**src/common/rom_check_pkg.sv**
```systemverilog
// ~~~~~~~~~~~~~~~~~~~~~~~~~~~~~~
// The digest is a simple mixing function standing in for SHA-3 and gives no security
// DigestW must equal RomTopCount * DataW
// ~~~~~~~~~~~~~~~~~~~~~~~~~~~~~~
`default_nettype none

package rom_check_pkg;

  localparam int RomDepth       = 32;
  localparam int RomTopCount    = 2;
  localparam int RomNonTopCount = RomDepth - RomTopCount;
  localparam int AddrW          = 5;
  localparam int DataW          = 32;
  localparam int DigestW        = RomTopCount * DataW;
  localparam int DigestRounds   = 2;
  // Wide enough to hold DigestRounds itself as the loaded round count
  localparam int RoundCntW      = $clog2(DigestRounds + 1);

  localparam logic [DigestW-1:0] DigestInit = 64'h6a09_e667_f3bc_c908;
  localparam logic [DigestW-1:0] RoundConst = 64'h9e37_79b9_7f4a_7c15;

  typedef logic [RomDepth-1:0][DataW-1:0] rom_image_t;

  typedef struct packed {
    logic             req;
    logic [AddrW-1:0] addr;
  } rom_req_t;

  typedef struct packed {
    logic             rvalid;
    logic [DataW-1:0] rdata;
  } rom_rsp_t;

  typedef struct packed {
    logic done;
    logic good;
  } check_status_t;

  // One sub-round: rotate left by 13, xor in the word twice, add a constant
  // The round index is folded into the low half so the sub-rounds differ
  function automatic logic [DigestW-1:0] digest_round(input logic [DigestW-1:0] d,
                                                     input logic [DataW-1:0]   w,
                                                     input int unsigned        r);
    logic [DigestW-1:0] rot;
    rot = {d[DigestW-14:0], d[DigestW-1:DigestW-13]};
    return (rot ^ {w, w ^ DataW'(r)}) + RoundConst;
  endfunction

  // Full step for one absorbed word, the digest engine spreads it over DigestRounds cycles
  function automatic logic [DigestW-1:0] digest_step(input logic [DigestW-1:0] d,
                                                    input logic [DataW-1:0]   w);
    logic [DigestW-1:0] acc;
    acc = d;
    for (int unsigned r = 0; r < DigestRounds; r++) begin
      acc = digest_round(acc, w, r);
    end
    return acc;
  endfunction

  // Nontop words follow a fixed formula and the top words hold their digest, low half first
  function automatic rom_image_t build_image();
    rom_image_t         img;
    logic [DigestW-1:0] d;
    img = '0;
    d   = DigestInit;
    for (int a = 0; a < RomNonTopCount; a++) begin
      img[a] = (DataW'(a) * 32'h9e37_79b9) ^ 32'h5a5a_c3c3;
      d      = digest_step(d, img[a]);
    end
    for (int i = 0; i < RomTopCount; i++) begin
      img[RomNonTopCount + i] = d[i*DataW +: DataW];
    end
    return img;
  endfunction

endpackage

`default_nettype wire

```
**src/hw/rom_check/rom_check_counter.sv**
```systemverilog
// ~~~~~~~~~~~~~~~~~~~~~~~~~~~~~~
// Starts reading at address 0 after reset and needs at least 2 nontop words
// done_o is sticky and the request stays high after done while the mux ignores it
// ~~~~~~~~~~~~~~~~~~~~~~~~~~~~~~
`default_nettype none

module rom_check_counter (
  input  logic                            clk_i,
  input  logic                            rst_ni,
  input  logic                            data_rdy_i,
  output rom_check_pkg::rom_req_t         rom_req_o,
  output logic                            data_vld_o,
  output logic                            data_last_nontop_o,
  output logic                            done_o,
  output logic [rom_check_pkg::AddrW-1:0] data_addr_o
);
  import rom_check_pkg::*;

  logic             go;
  logic             req_q;
  logic             vld_q;
  logic [AddrW-1:0] addr_q;
  logic [AddrW-1:0] addr_d;
  logic             done_q;
  logic             done_d;
  logic             last_nontop_q;
  logic             last_nontop_d;

  // We are at the top word and there is nothing more to fetch
  assign done_d = addr_q == AddrW'(RomDepth - 1);

  // The word after this one is the last one that gets hashed
  assign last_nontop_d = addr_q == AddrW'(RomNonTopCount - 2);

  assign addr_d = addr_q + AddrW'(1);

  // A word moves on a vld and rdy edge but the top word only raises done
  assign go = data_rdy_i & vld_q & ~done_d;

  always_ff @(posedge clk_i or negedge rst_ni) begin
    if (!rst_ni) begin
      done_q <= 1'b0;
    end else if (done_d) begin
      done_q <= 1'b1;
    end
  end

  always_ff @(posedge clk_i or negedge rst_ni) begin
    if (!rst_ni) begin
      addr_q        <= '0;
      last_nontop_q <= 1'b0;
    end else if (go) begin
      addr_q        <= addr_d;
      last_nontop_q <= last_nontop_d;
    end
  end

  always_ff @(posedge clk_i or negedge rst_ni) begin
    if (!rst_ni) begin
      req_q <= 1'b0;
      vld_q <= 1'b0;
    end else begin
      // Request goes out from the first cycle after reset
      req_q <= 1'b1;
      // ROM data lands one cycle behind the request
      vld_q <= req_q;
    end
  end

  // Look ahead on the read address so the ROM streams a word per cycle
  assign rom_req_o          = '{req: req_q, addr: go ? addr_d : addr_q};
  assign data_vld_o         = vld_q & ~done_q;
  assign data_last_nontop_o = last_nontop_q;
  assign data_addr_o        = addr_q;
  assign done_o             = done_q;

  // Done freezes the address on the top word for good
  DoneAtTop_A: assert property (@(posedge clk_i) disable iff (!rst_ni)
    done_o |-> data_addr_o == AddrW'(RomDepth - 1));

  // The last-nontop flag travels with the address of the last hashed word
  LastNontopAddr_A: assert property (@(posedge clk_i) disable iff (!rst_ni)
    data_last_nontop_o |-> data_addr_o == AddrW'(RomNonTopCount - 1));

endmodule

`default_nettype wire

```
**src/hw/rom_check/rom_check_rom.sv**
```systemverilog
// ~~~~~~~~~~~~~~~~~~~~~~~~~~~~~~
// Contents are fixed by the Image parameter at elaboration
// ~~~~~~~~~~~~~~~~~~~~~~~~~~~~~~
`default_nettype none

module rom_check_rom #(
  parameter rom_check_pkg::rom_image_t Image = '0
) (
  input  logic                    clk_i,
  input  logic                    rst_ni,
  input  rom_check_pkg::rom_req_t req_i,
  output rom_check_pkg::rom_rsp_t rsp_o
);
  import rom_check_pkg::*;

  logic [DataW-1:0] mem [RomDepth];
  logic [DataW-1:0] rdata_q;
  logic             rvalid_q;

  // Array is a plain copy of the image, there is no write port
  for (genvar i = 0; i < RomDepth; i++) begin : g_mem
    assign mem[i] = Image[i];
  end

  // Output register only loads on a request, so it holds when reads stop
  always_ff @(posedge clk_i) begin
    if (req_i.req) begin
      rdata_q <= mem[req_i.addr];
    end
  end

  // rvalid trails the request by exactly one cycle
  always_ff @(posedge clk_i or negedge rst_ni) begin
    if (!rst_ni) begin
      rvalid_q <= 1'b0;
    end else begin
      rvalid_q <= req_i.req;
    end
  end

  assign rsp_o = '{rvalid: rvalid_q, rdata: rdata_q};

endmodule

`default_nettype wire

```
**src/hw/rom_check/rom_check_digest.sv**
```systemverilog
// ~~~~~~~~~~~~~~~~~~~~~~~~~~~~~~
// Absorbs one word per DigestRounds+1 cycles at best
// State restarts from DigestInit only on reset
// ~~~~~~~~~~~~~~~~~~~~~~~~~~~~~~
`default_nettype none

module rom_check_digest (
  input  logic                              clk_i,
  input  logic                              rst_ni,
  input  logic                              in_vld_i,
  input  logic [rom_check_pkg::DataW-1:0]   in_data_i,
  output logic                              in_rdy_o,
  output logic                              idle_o,
  output logic [rom_check_pkg::DigestW-1:0] digest_o
);
  import rom_check_pkg::*;

  logic [DigestW-1:0]   state_q;
  logic [DataW-1:0]     word_q;
  logic [RoundCntW-1:0] rounds_q;
  logic                 busy;
  logic                 accept;

  assign busy   = rounds_q != '0;
  assign accept = in_vld_i & ~busy;

  // Word register is payload and only loads on accept
  always_ff @(posedge clk_i) begin
    if (accept) begin
      word_q <= in_data_i;
    end
  end

  always_ff @(posedge clk_i or negedge rst_ni) begin
    if (!rst_ni) begin
      state_q  <= DigestInit;
      rounds_q <= '0;
    end else if (accept) begin
      rounds_q <= RoundCntW'(DigestRounds);
    end else if (busy) begin
      // Sub-round index counts up from 0 as rounds_q counts down
      state_q  <= digest_round(state_q, word_q, DigestRounds - int'(rounds_q));
      rounds_q <= rounds_q - RoundCntW'(1);
    end
  end

  assign in_rdy_o = ~busy;
  assign idle_o   = ~busy;
  assign digest_o = state_q;

  // Each accepted word blocks the input for the full round count
  RdyLowInRounds_A: assert property (@(posedge clk_i) disable iff (!rst_ni)
    in_vld_i && in_rdy_o |=> !in_rdy_o [*DigestRounds] ##1 in_rdy_o);

endmodule

`default_nettype wire

```
**src/hw/rom_check/rom_check_fsm.sv**
```systemverilog
// ~~~~~~~~~~~~~~~~~~~~~~~~~~~~~~
// Status is written once per reset and then frozen
// Top words are placed by the low address bits, so RomTopCount must be a power of two
// ~~~~~~~~~~~~~~~~~~~~~~~~~~~~~~
`default_nettype none

module rom_check_fsm (
  input  logic                              clk_i,
  input  logic                              rst_ni,
  input  logic                              data_vld_i,
  input  logic                              data_last_nontop_i,
  input  logic                              counter_done_i,
  input  logic                              digest_idle_i,
  input  logic [rom_check_pkg::AddrW-1:0]   data_addr_i,
  input  logic [rom_check_pkg::DataW-1:0]   rom_data_i,
  input  logic [rom_check_pkg::DigestW-1:0] digest_i,
  input  logic                              digest_rdy_i,
  output logic                              data_rdy_o,
  output logic                              digest_vld_o,
  output rom_check_pkg::check_status_t      status_o
);
  import rom_check_pkg::*;

  typedef enum logic [1:0] {
    StHash    = 2'd0,
    StTop     = 2'd1,
    StWait    = 2'd2,
    StCompare = 2'd3
  } state_e;

  state_e state_q;
  state_e state_d;

  logic [RomTopCount-1:0][DataW-1:0] exp_q;
  check_status_t                     status_q;
  logic                              top_idx;

  // Low address bit selects which half of the expected digest a top word fills
  assign top_idx = data_addr_i[0];

  always_comb begin
    state_d = state_q;
    unique case (state_q)
      StHash: begin
        // Last hashed word has to be taken by the engine before moving on
        if (data_vld_i && digest_rdy_i && data_last_nontop_i) begin
          state_d = StTop;
        end
      end
      StTop: begin
        if (counter_done_i) begin
          state_d = StWait;
        end
      end
      StWait: begin
        // Engine may still be mixing the last word
        if (digest_idle_i) begin
          state_d = StCompare;
        end
      end
      default: begin
        state_d = StCompare;
      end
    endcase
  end

  always_ff @(posedge clk_i or negedge rst_ni) begin
    if (!rst_ni) begin
      state_q <= StHash;
    end else begin
      state_q <= state_d;
    end
  end

  // Every top word goes into the expected digest as soon as it is valid
  always_ff @(posedge clk_i) begin
    if (state_q == StTop && data_vld_i) begin
      exp_q[top_idx] <= rom_data_i;
    end
  end

  always_ff @(posedge clk_i or negedge rst_ni) begin
    if (!rst_ni) begin
      status_q <= '0;
    end else if (state_q == StCompare && !status_q.done) begin
      status_q <= '{done: 1'b1, good: exp_q == digest_i};
    end
  end

  // Digest sets the pace while hashing and top words are always taken
  assign data_rdy_o   = (state_q == StHash) ? digest_rdy_i : (state_q == StTop);
  assign digest_vld_o = (state_q == StHash) & data_vld_i;
  assign status_o     = status_q;

  // A status only exists once the counter has finished and the engine has drained
  StatusAfterDrain_A: assert property (@(posedge clk_i) disable iff (!rst_ni)
    status_q.done |-> counter_done_i && digest_idle_i);

endmodule

`default_nettype wire

```
**src/hw/rom_check/rom_check_mux.sv**
```systemverilog
// ~~~~~~~~~~~~~~~~~~~~~~~~~~~~~~
// Once the bus owns the ROM it keeps it until reset
// Bus requests before that are dropped without a response
// ~~~~~~~~~~~~~~~~~~~~~~~~~~~~~~
`default_nettype none

module rom_check_mux (
  input  logic                    clk_i,
  input  logic                    rst_ni,
  input  logic                    sel_bus_i,
  input  rom_check_pkg::rom_req_t chk_req_i,
  input  rom_check_pkg::rom_req_t bus_req_i,
  input  rom_check_pkg::rom_rsp_t rom_rsp_i,
  output rom_check_pkg::rom_req_t rom_req_o,
  output rom_check_pkg::rom_rsp_t bus_rsp_o
);
  import rom_check_pkg::*;

  logic sel_q;
  logic sel;
  logic bus_rd_q;

  // The live select lets a bus read through in the very cycle done rises
  assign sel = sel_q | sel_bus_i;

  always_ff @(posedge clk_i or negedge rst_ni) begin
    if (!rst_ni) begin
      sel_q    <= 1'b0;
      bus_rd_q <= 1'b0;
    end else begin
      sel_q    <= sel;
      // Marks the ROM response in flight as belonging to the bus
      bus_rd_q <= sel & bus_req_i.req;
    end
  end

  assign rom_req_o = sel ? bus_req_i : chk_req_i;
  assign bus_rsp_o = '{rvalid: rom_rsp_i.rvalid & bus_rd_q, rdata: rom_rsp_i.rdata};

  // A bus read that reaches the ROM gets its rvalid back on the next cycle
  BusRspNext_A: assert property (@(posedge clk_i) disable iff (!rst_ni)
    sel && bus_req_i.req |=> bus_rsp_o.rvalid);

endmodule

`default_nettype wire

```
**src/hw/rom_check_top.sv**
```systemverilog
// ~~~~~~~~~~~~~~~~~~~~~~~~~~~~~~
// The check runs once after each reset and status_o.done marks its end
// Bus reads only return data after that point
// ~~~~~~~~~~~~~~~~~~~~~~~~~~~~~~
`default_nettype none

module rom_check_top #(
  parameter rom_check_pkg::rom_image_t Image = rom_check_pkg::build_image()
) (
  input  logic                         clk_i,
  input  logic                         rst_ni,
  input  rom_check_pkg::rom_req_t      bus_req_i,
  output rom_check_pkg::rom_rsp_t      bus_rsp_o,
  output rom_check_pkg::check_status_t status_o
);
  import rom_check_pkg::*;

  rom_req_t           chk_req;
  rom_req_t           rom_req;
  rom_rsp_t           rom_rsp;
  logic               data_vld;
  logic               data_rdy;
  logic               data_last_nontop;
  logic               counter_done;
  logic [AddrW-1:0]   data_addr;
  logic               digest_vld;
  logic               digest_rdy;
  logic               digest_idle;
  logic [DigestW-1:0] digest;

  rom_check_counter i_counter (
    .clk_i,
    .rst_ni,
    .data_rdy_i         (data_rdy),
    .rom_req_o          (chk_req),
    .data_vld_o         (data_vld),
    .data_last_nontop_o (data_last_nontop),
    .done_o             (counter_done),
    .data_addr_o        (data_addr)
  );

  rom_check_rom #(
    .Image (Image)
  ) i_rom (
    .clk_i,
    .rst_ni,
    .req_i (rom_req),
    .rsp_o (rom_rsp)
  );

  // Engine reads the ROM output register directly
  rom_check_digest i_digest (
    .clk_i,
    .rst_ni,
    .in_vld_i  (digest_vld),
    .in_data_i (rom_rsp.rdata),
    .in_rdy_o  (digest_rdy),
    .idle_o    (digest_idle),
    .digest_o  (digest)
  );

  rom_check_fsm i_fsm (
    .clk_i,
    .rst_ni,
    .data_vld_i         (data_vld),
    .data_last_nontop_i (data_last_nontop),
    .counter_done_i     (counter_done),
    .digest_idle_i      (digest_idle),
    .data_addr_i        (data_addr),
    .rom_data_i         (rom_rsp.rdata),
    .digest_i           (digest),
    .digest_rdy_i       (digest_rdy),
    .data_rdy_o         (data_rdy),
    .digest_vld_o       (digest_vld),
    .status_o           (status_o)
  );

  // Status done hands the ROM over to the bus for good
  rom_check_mux i_mux (
    .clk_i,
    .rst_ni,
    .sel_bus_i (status_o.done),
    .chk_req_i (chk_req),
    .bus_req_i (bus_req_i),
    .rom_rsp_i (rom_rsp),
    .rom_req_o (rom_req),
    .bus_rsp_o (bus_rsp_o)
  );

endmodule

`default_nettype wire

```
**config.mk**
```make
export PLATFORM = sky130hd
export DESIGN_NAME = rom_check_top
export DESIGN_NICKNAME = d
export VERILOG_FILES = /design/src/common/rom_check_pkg.sv /design/src/hw/rom_check/rom_check_counter.sv /design/src/hw/rom_check/rom_check_rom.sv /design/src/hw/rom_check/rom_check_digest.sv /design/src/hw/rom_check/rom_check_fsm.sv /design/src/hw/rom_check/rom_check_mux.sv /design/src/hw/rom_check_top.sv
export SDC_FILE = /design/constraint.sdc
export NUM_CORES = 1
export LEC_CHECK = 0
export BUFFER_PORTS_ARGS = -buffer_cell sky130_fd_sc_hd__buf_2
export CAP_MARGIN = 30
export CORE_MARGIN = 2
export CORE_UTILIZATION = 57
export DETAILED_ROUTE_END_ITERATION = 7
export PLACE_DENSITY = 0.81
export SETUP_SLACK_MARGIN = 0.4
export SLEW_MARGIN = 0
export SYNTH_ARGS = -nofsm -noshare
export SYNTH_HDL_FRONTEND = slang
export SYNTH_SLANG_ARGS = --single-unit
export TNS_END_PERCENT = 1
```
**constraint.sdc**
```tcl
create_clock -name clk_i -period 5.15 [get_ports clk_i]
set_input_delay 0.2575 -clock clk_i [delete_from_list [all_inputs] [get_ports clk_i]]
set_output_delay 0.2575 -clock clk_i [all_outputs]
set_load 0.02 [all_outputs]
```
==> qor.yml <==
status: "completed"
cts_buffers: 23
first_global_vias: 9411
finalHoldViolCount: 0
crit_path_end_kind: "flip-flop"
mostFrequentLayoutCells: "edfxtp_1 (128), nand2_1 (126), xnor2_1 (123)"
synth_area_mm2: 0.0124
io_pins: 43
regArea_mm2: 0.00594
yosysUniqueCellTypes: 76
die_h_um: 151
yosysWarnings: 0
antenna_found_initial: 0
rsz0062_at_grt: "false"
dp.cells: 1500
whs_ns: 0.231
core-area_mm2: 0.0212
dominantRegCellSynth: "edfxtp_1"
crit_path_start_kind: "flip-flop"
drtAntennaViolNets: 0
drt_pre_antenna_iters: 6
tns_ns: 0
multi_input_area_mm2: 0.00614
dieWidth_um: 151
clock_latency_ns: 0.53
clkTransAtPathRegs_ns: 0.06
synth_nets: 1251
timing.fmax_ghz: 0.232
grt_pass1_wl_mm: 58.0
cts_buffer_depth: 3
start_util: 0.584
h-tree-depth: 1
layout-drive-gt1-share: 0.125
min_period_ns: 4.31
via_per_inst: 6.51
finalMaxSlewViolations: 0
cts_hold_buf: 2
worst_pin_slew_ns: 0.869
portBuffers: 42
drtIter0Drc: 1058
syn_inst: 1228
wl_per_cell_um: 25.3
ys_seq_area_frac: 0.480
grt_max_degree: 61
critPathKind: "reg2reg"
final_common_cell: "edfxtp_1"
layout_worst_path_cycle_share: 0.836
cts_resized: 0
clock_skew_ns: 0.0131
synth-seq-cells: 210
gp_congestion: 1.02
cts_tree: "built"
nFillCells: 1630
drc: 0
dpl.hpwl_mm: 29.2
final_cells: 1544
cp_data_arrival_time_ns: 4.57
setup_viol: 0
rows: 53
area_delta_synth_final_pct: 10.7
avgSynthCellArea_um2: 10.1
wl_mm: 39.0
gr-usage-all-layers: 0.347
max_slew_margin: 0.416
diodes: 0
max_cap_violations: 0
cts_setup_buffers: 0
nNetsFinal: 1275
die-area_mm2: 0.0229
grt_overflow: 0
root_buffer: "clkbuf_16"
required_ns: 5.41
synth_edf_count: 128
postSynth.asyncResetShare: 0.390
worstHoldPathType: "in2async"
cp_max_fo: 18
vias: 10000
cts_sinks: 210
[per-layer routing]
| metal | global-route usage | vias up | wire length (µm) |
|---|---|---|---|
| met3 | 0.0870 | 113 | 4370 |
| met2 | 0.529 | 613 | 17400 |
| li1 | - | 4517 | - |
| met5 | 0 | - | 0 |
| met1 | 0.467 | 4803 | 15300 |
| met4 | 0.159 | 0 | 2050 |
[cell usage after synthesis (9+ instances only)]
cell | instances | share of area
xor2_1 | 91 | 0.064
nand3_1 | 43 | 0.017
o31ai_1 | 10 | 0.0061
ha_1 | 15 | 0.015
a211oi_1 | 15 | 0.0091
xnor2_1 | 123 | 0.087
inv_1 | 22 | 0.0067
o22ai_1 | 10 | 0.0051
and2_1 | 9 | 0.0046
nand2_1 | 126 | 0.038
a31oi_1 | 10 | 0.0051
a21oi_1 | 80 | 0.032
dfrtp_1 | 50 | 0.10
nand4_1 | 19 | 0.0096
nor2_1 | 78 | 0.024
mux2_2 | 13 | 0.012
o21ai_0 | 106 | 0.043
and3_1 | 16 | 0.0081
nor4_1 | 14 | 0.0071
a21o_1 | 10 | 0.0061
or3_1 | 14 | 0.0071
clkbuf_1 | 48 | 0.015
edfxtp_1 | 128 | 0.31
nor3_1 | 20 | 0.0081
dfstp_2 | 32 | 0.068
[area by class of cell]
class                           count  share of cell area
Clock inverter                     11              0.0155
Clock buffer                       31              0.0457
Sequential cell                   210               0.434
Tap cell                          275              0.0252
Multi-Input combinational cell    936               0.449
Timing Repair Buffer               58              0.0245
Inverter                           23             0.00631
[worst max-delay path: stages, from the launching register on]
cell	delay, ns
dfrtp_1	0.41
ha_1	0.22
and3_1	0.18
ha_1	0.18
or3b_2	0.47
or2_2	0.35
mux2i_1	0.20
a21o_1	0.57
inv_1	0.41
ha_1	0.45
nand2_1	0.13
a21oi_1	0.08
a311oi_1	0.30
a31oi_1	0.07
[path summary, 6_finish.rpt]
check / endpoint / slack (ns) / depth (start not counted) / startpoint
min in group clk_i: i_counter.vld_q$_DFF_PN0_ / 0.37 / 0 / i_counter.req_q$_DFF_PN0_
worst min-delay path: i_digest.digest_o[49]$_DFFE_PN0P_ / 0.23 / 2 / rst_ni
max in group asynchronous: i_fsm.state_q[1]$_DFFE_PN0P_ / 3.79 / 3 / rst_ni
worst max-delay path: i_rom.rdata_q[12]$_DFFE_PP_ / 0.84 / 13 / i_counter.data_addr_o[0]$_DFF_PN0_
worst min register to register: i_counter.vld_q$_DFF_PN0_ / 0.37 / 0 / i_counter.req_q$_DFF_PN0_
worst max register to register: i_rom.rdata_q[12]$_DFFE_PP_ / 0.84 / 13 / i_counter.data_addr_o[0]$_DFF_PN0_
[per-stage QoR]
| stage | util | setup slack, ns | cell area, µm² |
|---|---|---|---|
| global route | 0.647 | 0.591 | 13700 |
| floorplan | - | 1.28 | 12400 |
| CTS | 0.647 | 0.912 | 13700 |
| finish | 0.647 | 0.844 | 13700 |
| detailed placement | 0.606 | 0.942 | 12800 |
| global placement | 0.606 | 1.03 | 12800 |
[sequential cells by signal, summed over array words and instances, names as in the netlist, 2 cells and up]
| register | cells |
|---|---|
| i_digest.digest_o | 64 |
| i_fsm.exp_q | 64 |
| i_digest.word_q | 32 |
| i_rom.rdata_q | 32 |
| i_counter.data_addr_o | 5 |
| i_digest.rounds_q | 2 |
| i_fsm.state_q | 2 |
| i_fsm.status_o | 2 |
[kinds of logic (layout without fill, tap and decap cells)]
| kind of cell | after synthesis | count (layout) | synth area share |
|---|---|---|---|
| buf+inv | 82 | 123 | 0.0260 |
| other cells | 1 | 1 | 0.000303 |
| compound gates | 323 | 323 | 0.166 |
| simple gates | 358 | 358 | 0.135 |
| mux | 21 | 21 | 0.0183 |
| fa+ha+maj | 15 | 15 | 0.0152 |
| flops | 210 | 210 | 0.480 |
| xor+xnor | 218 | 218 | 0.159 |
Power is not shown: default switching activity piles up to over one toggle a cycle in this logic, so the estimate is an artifact.
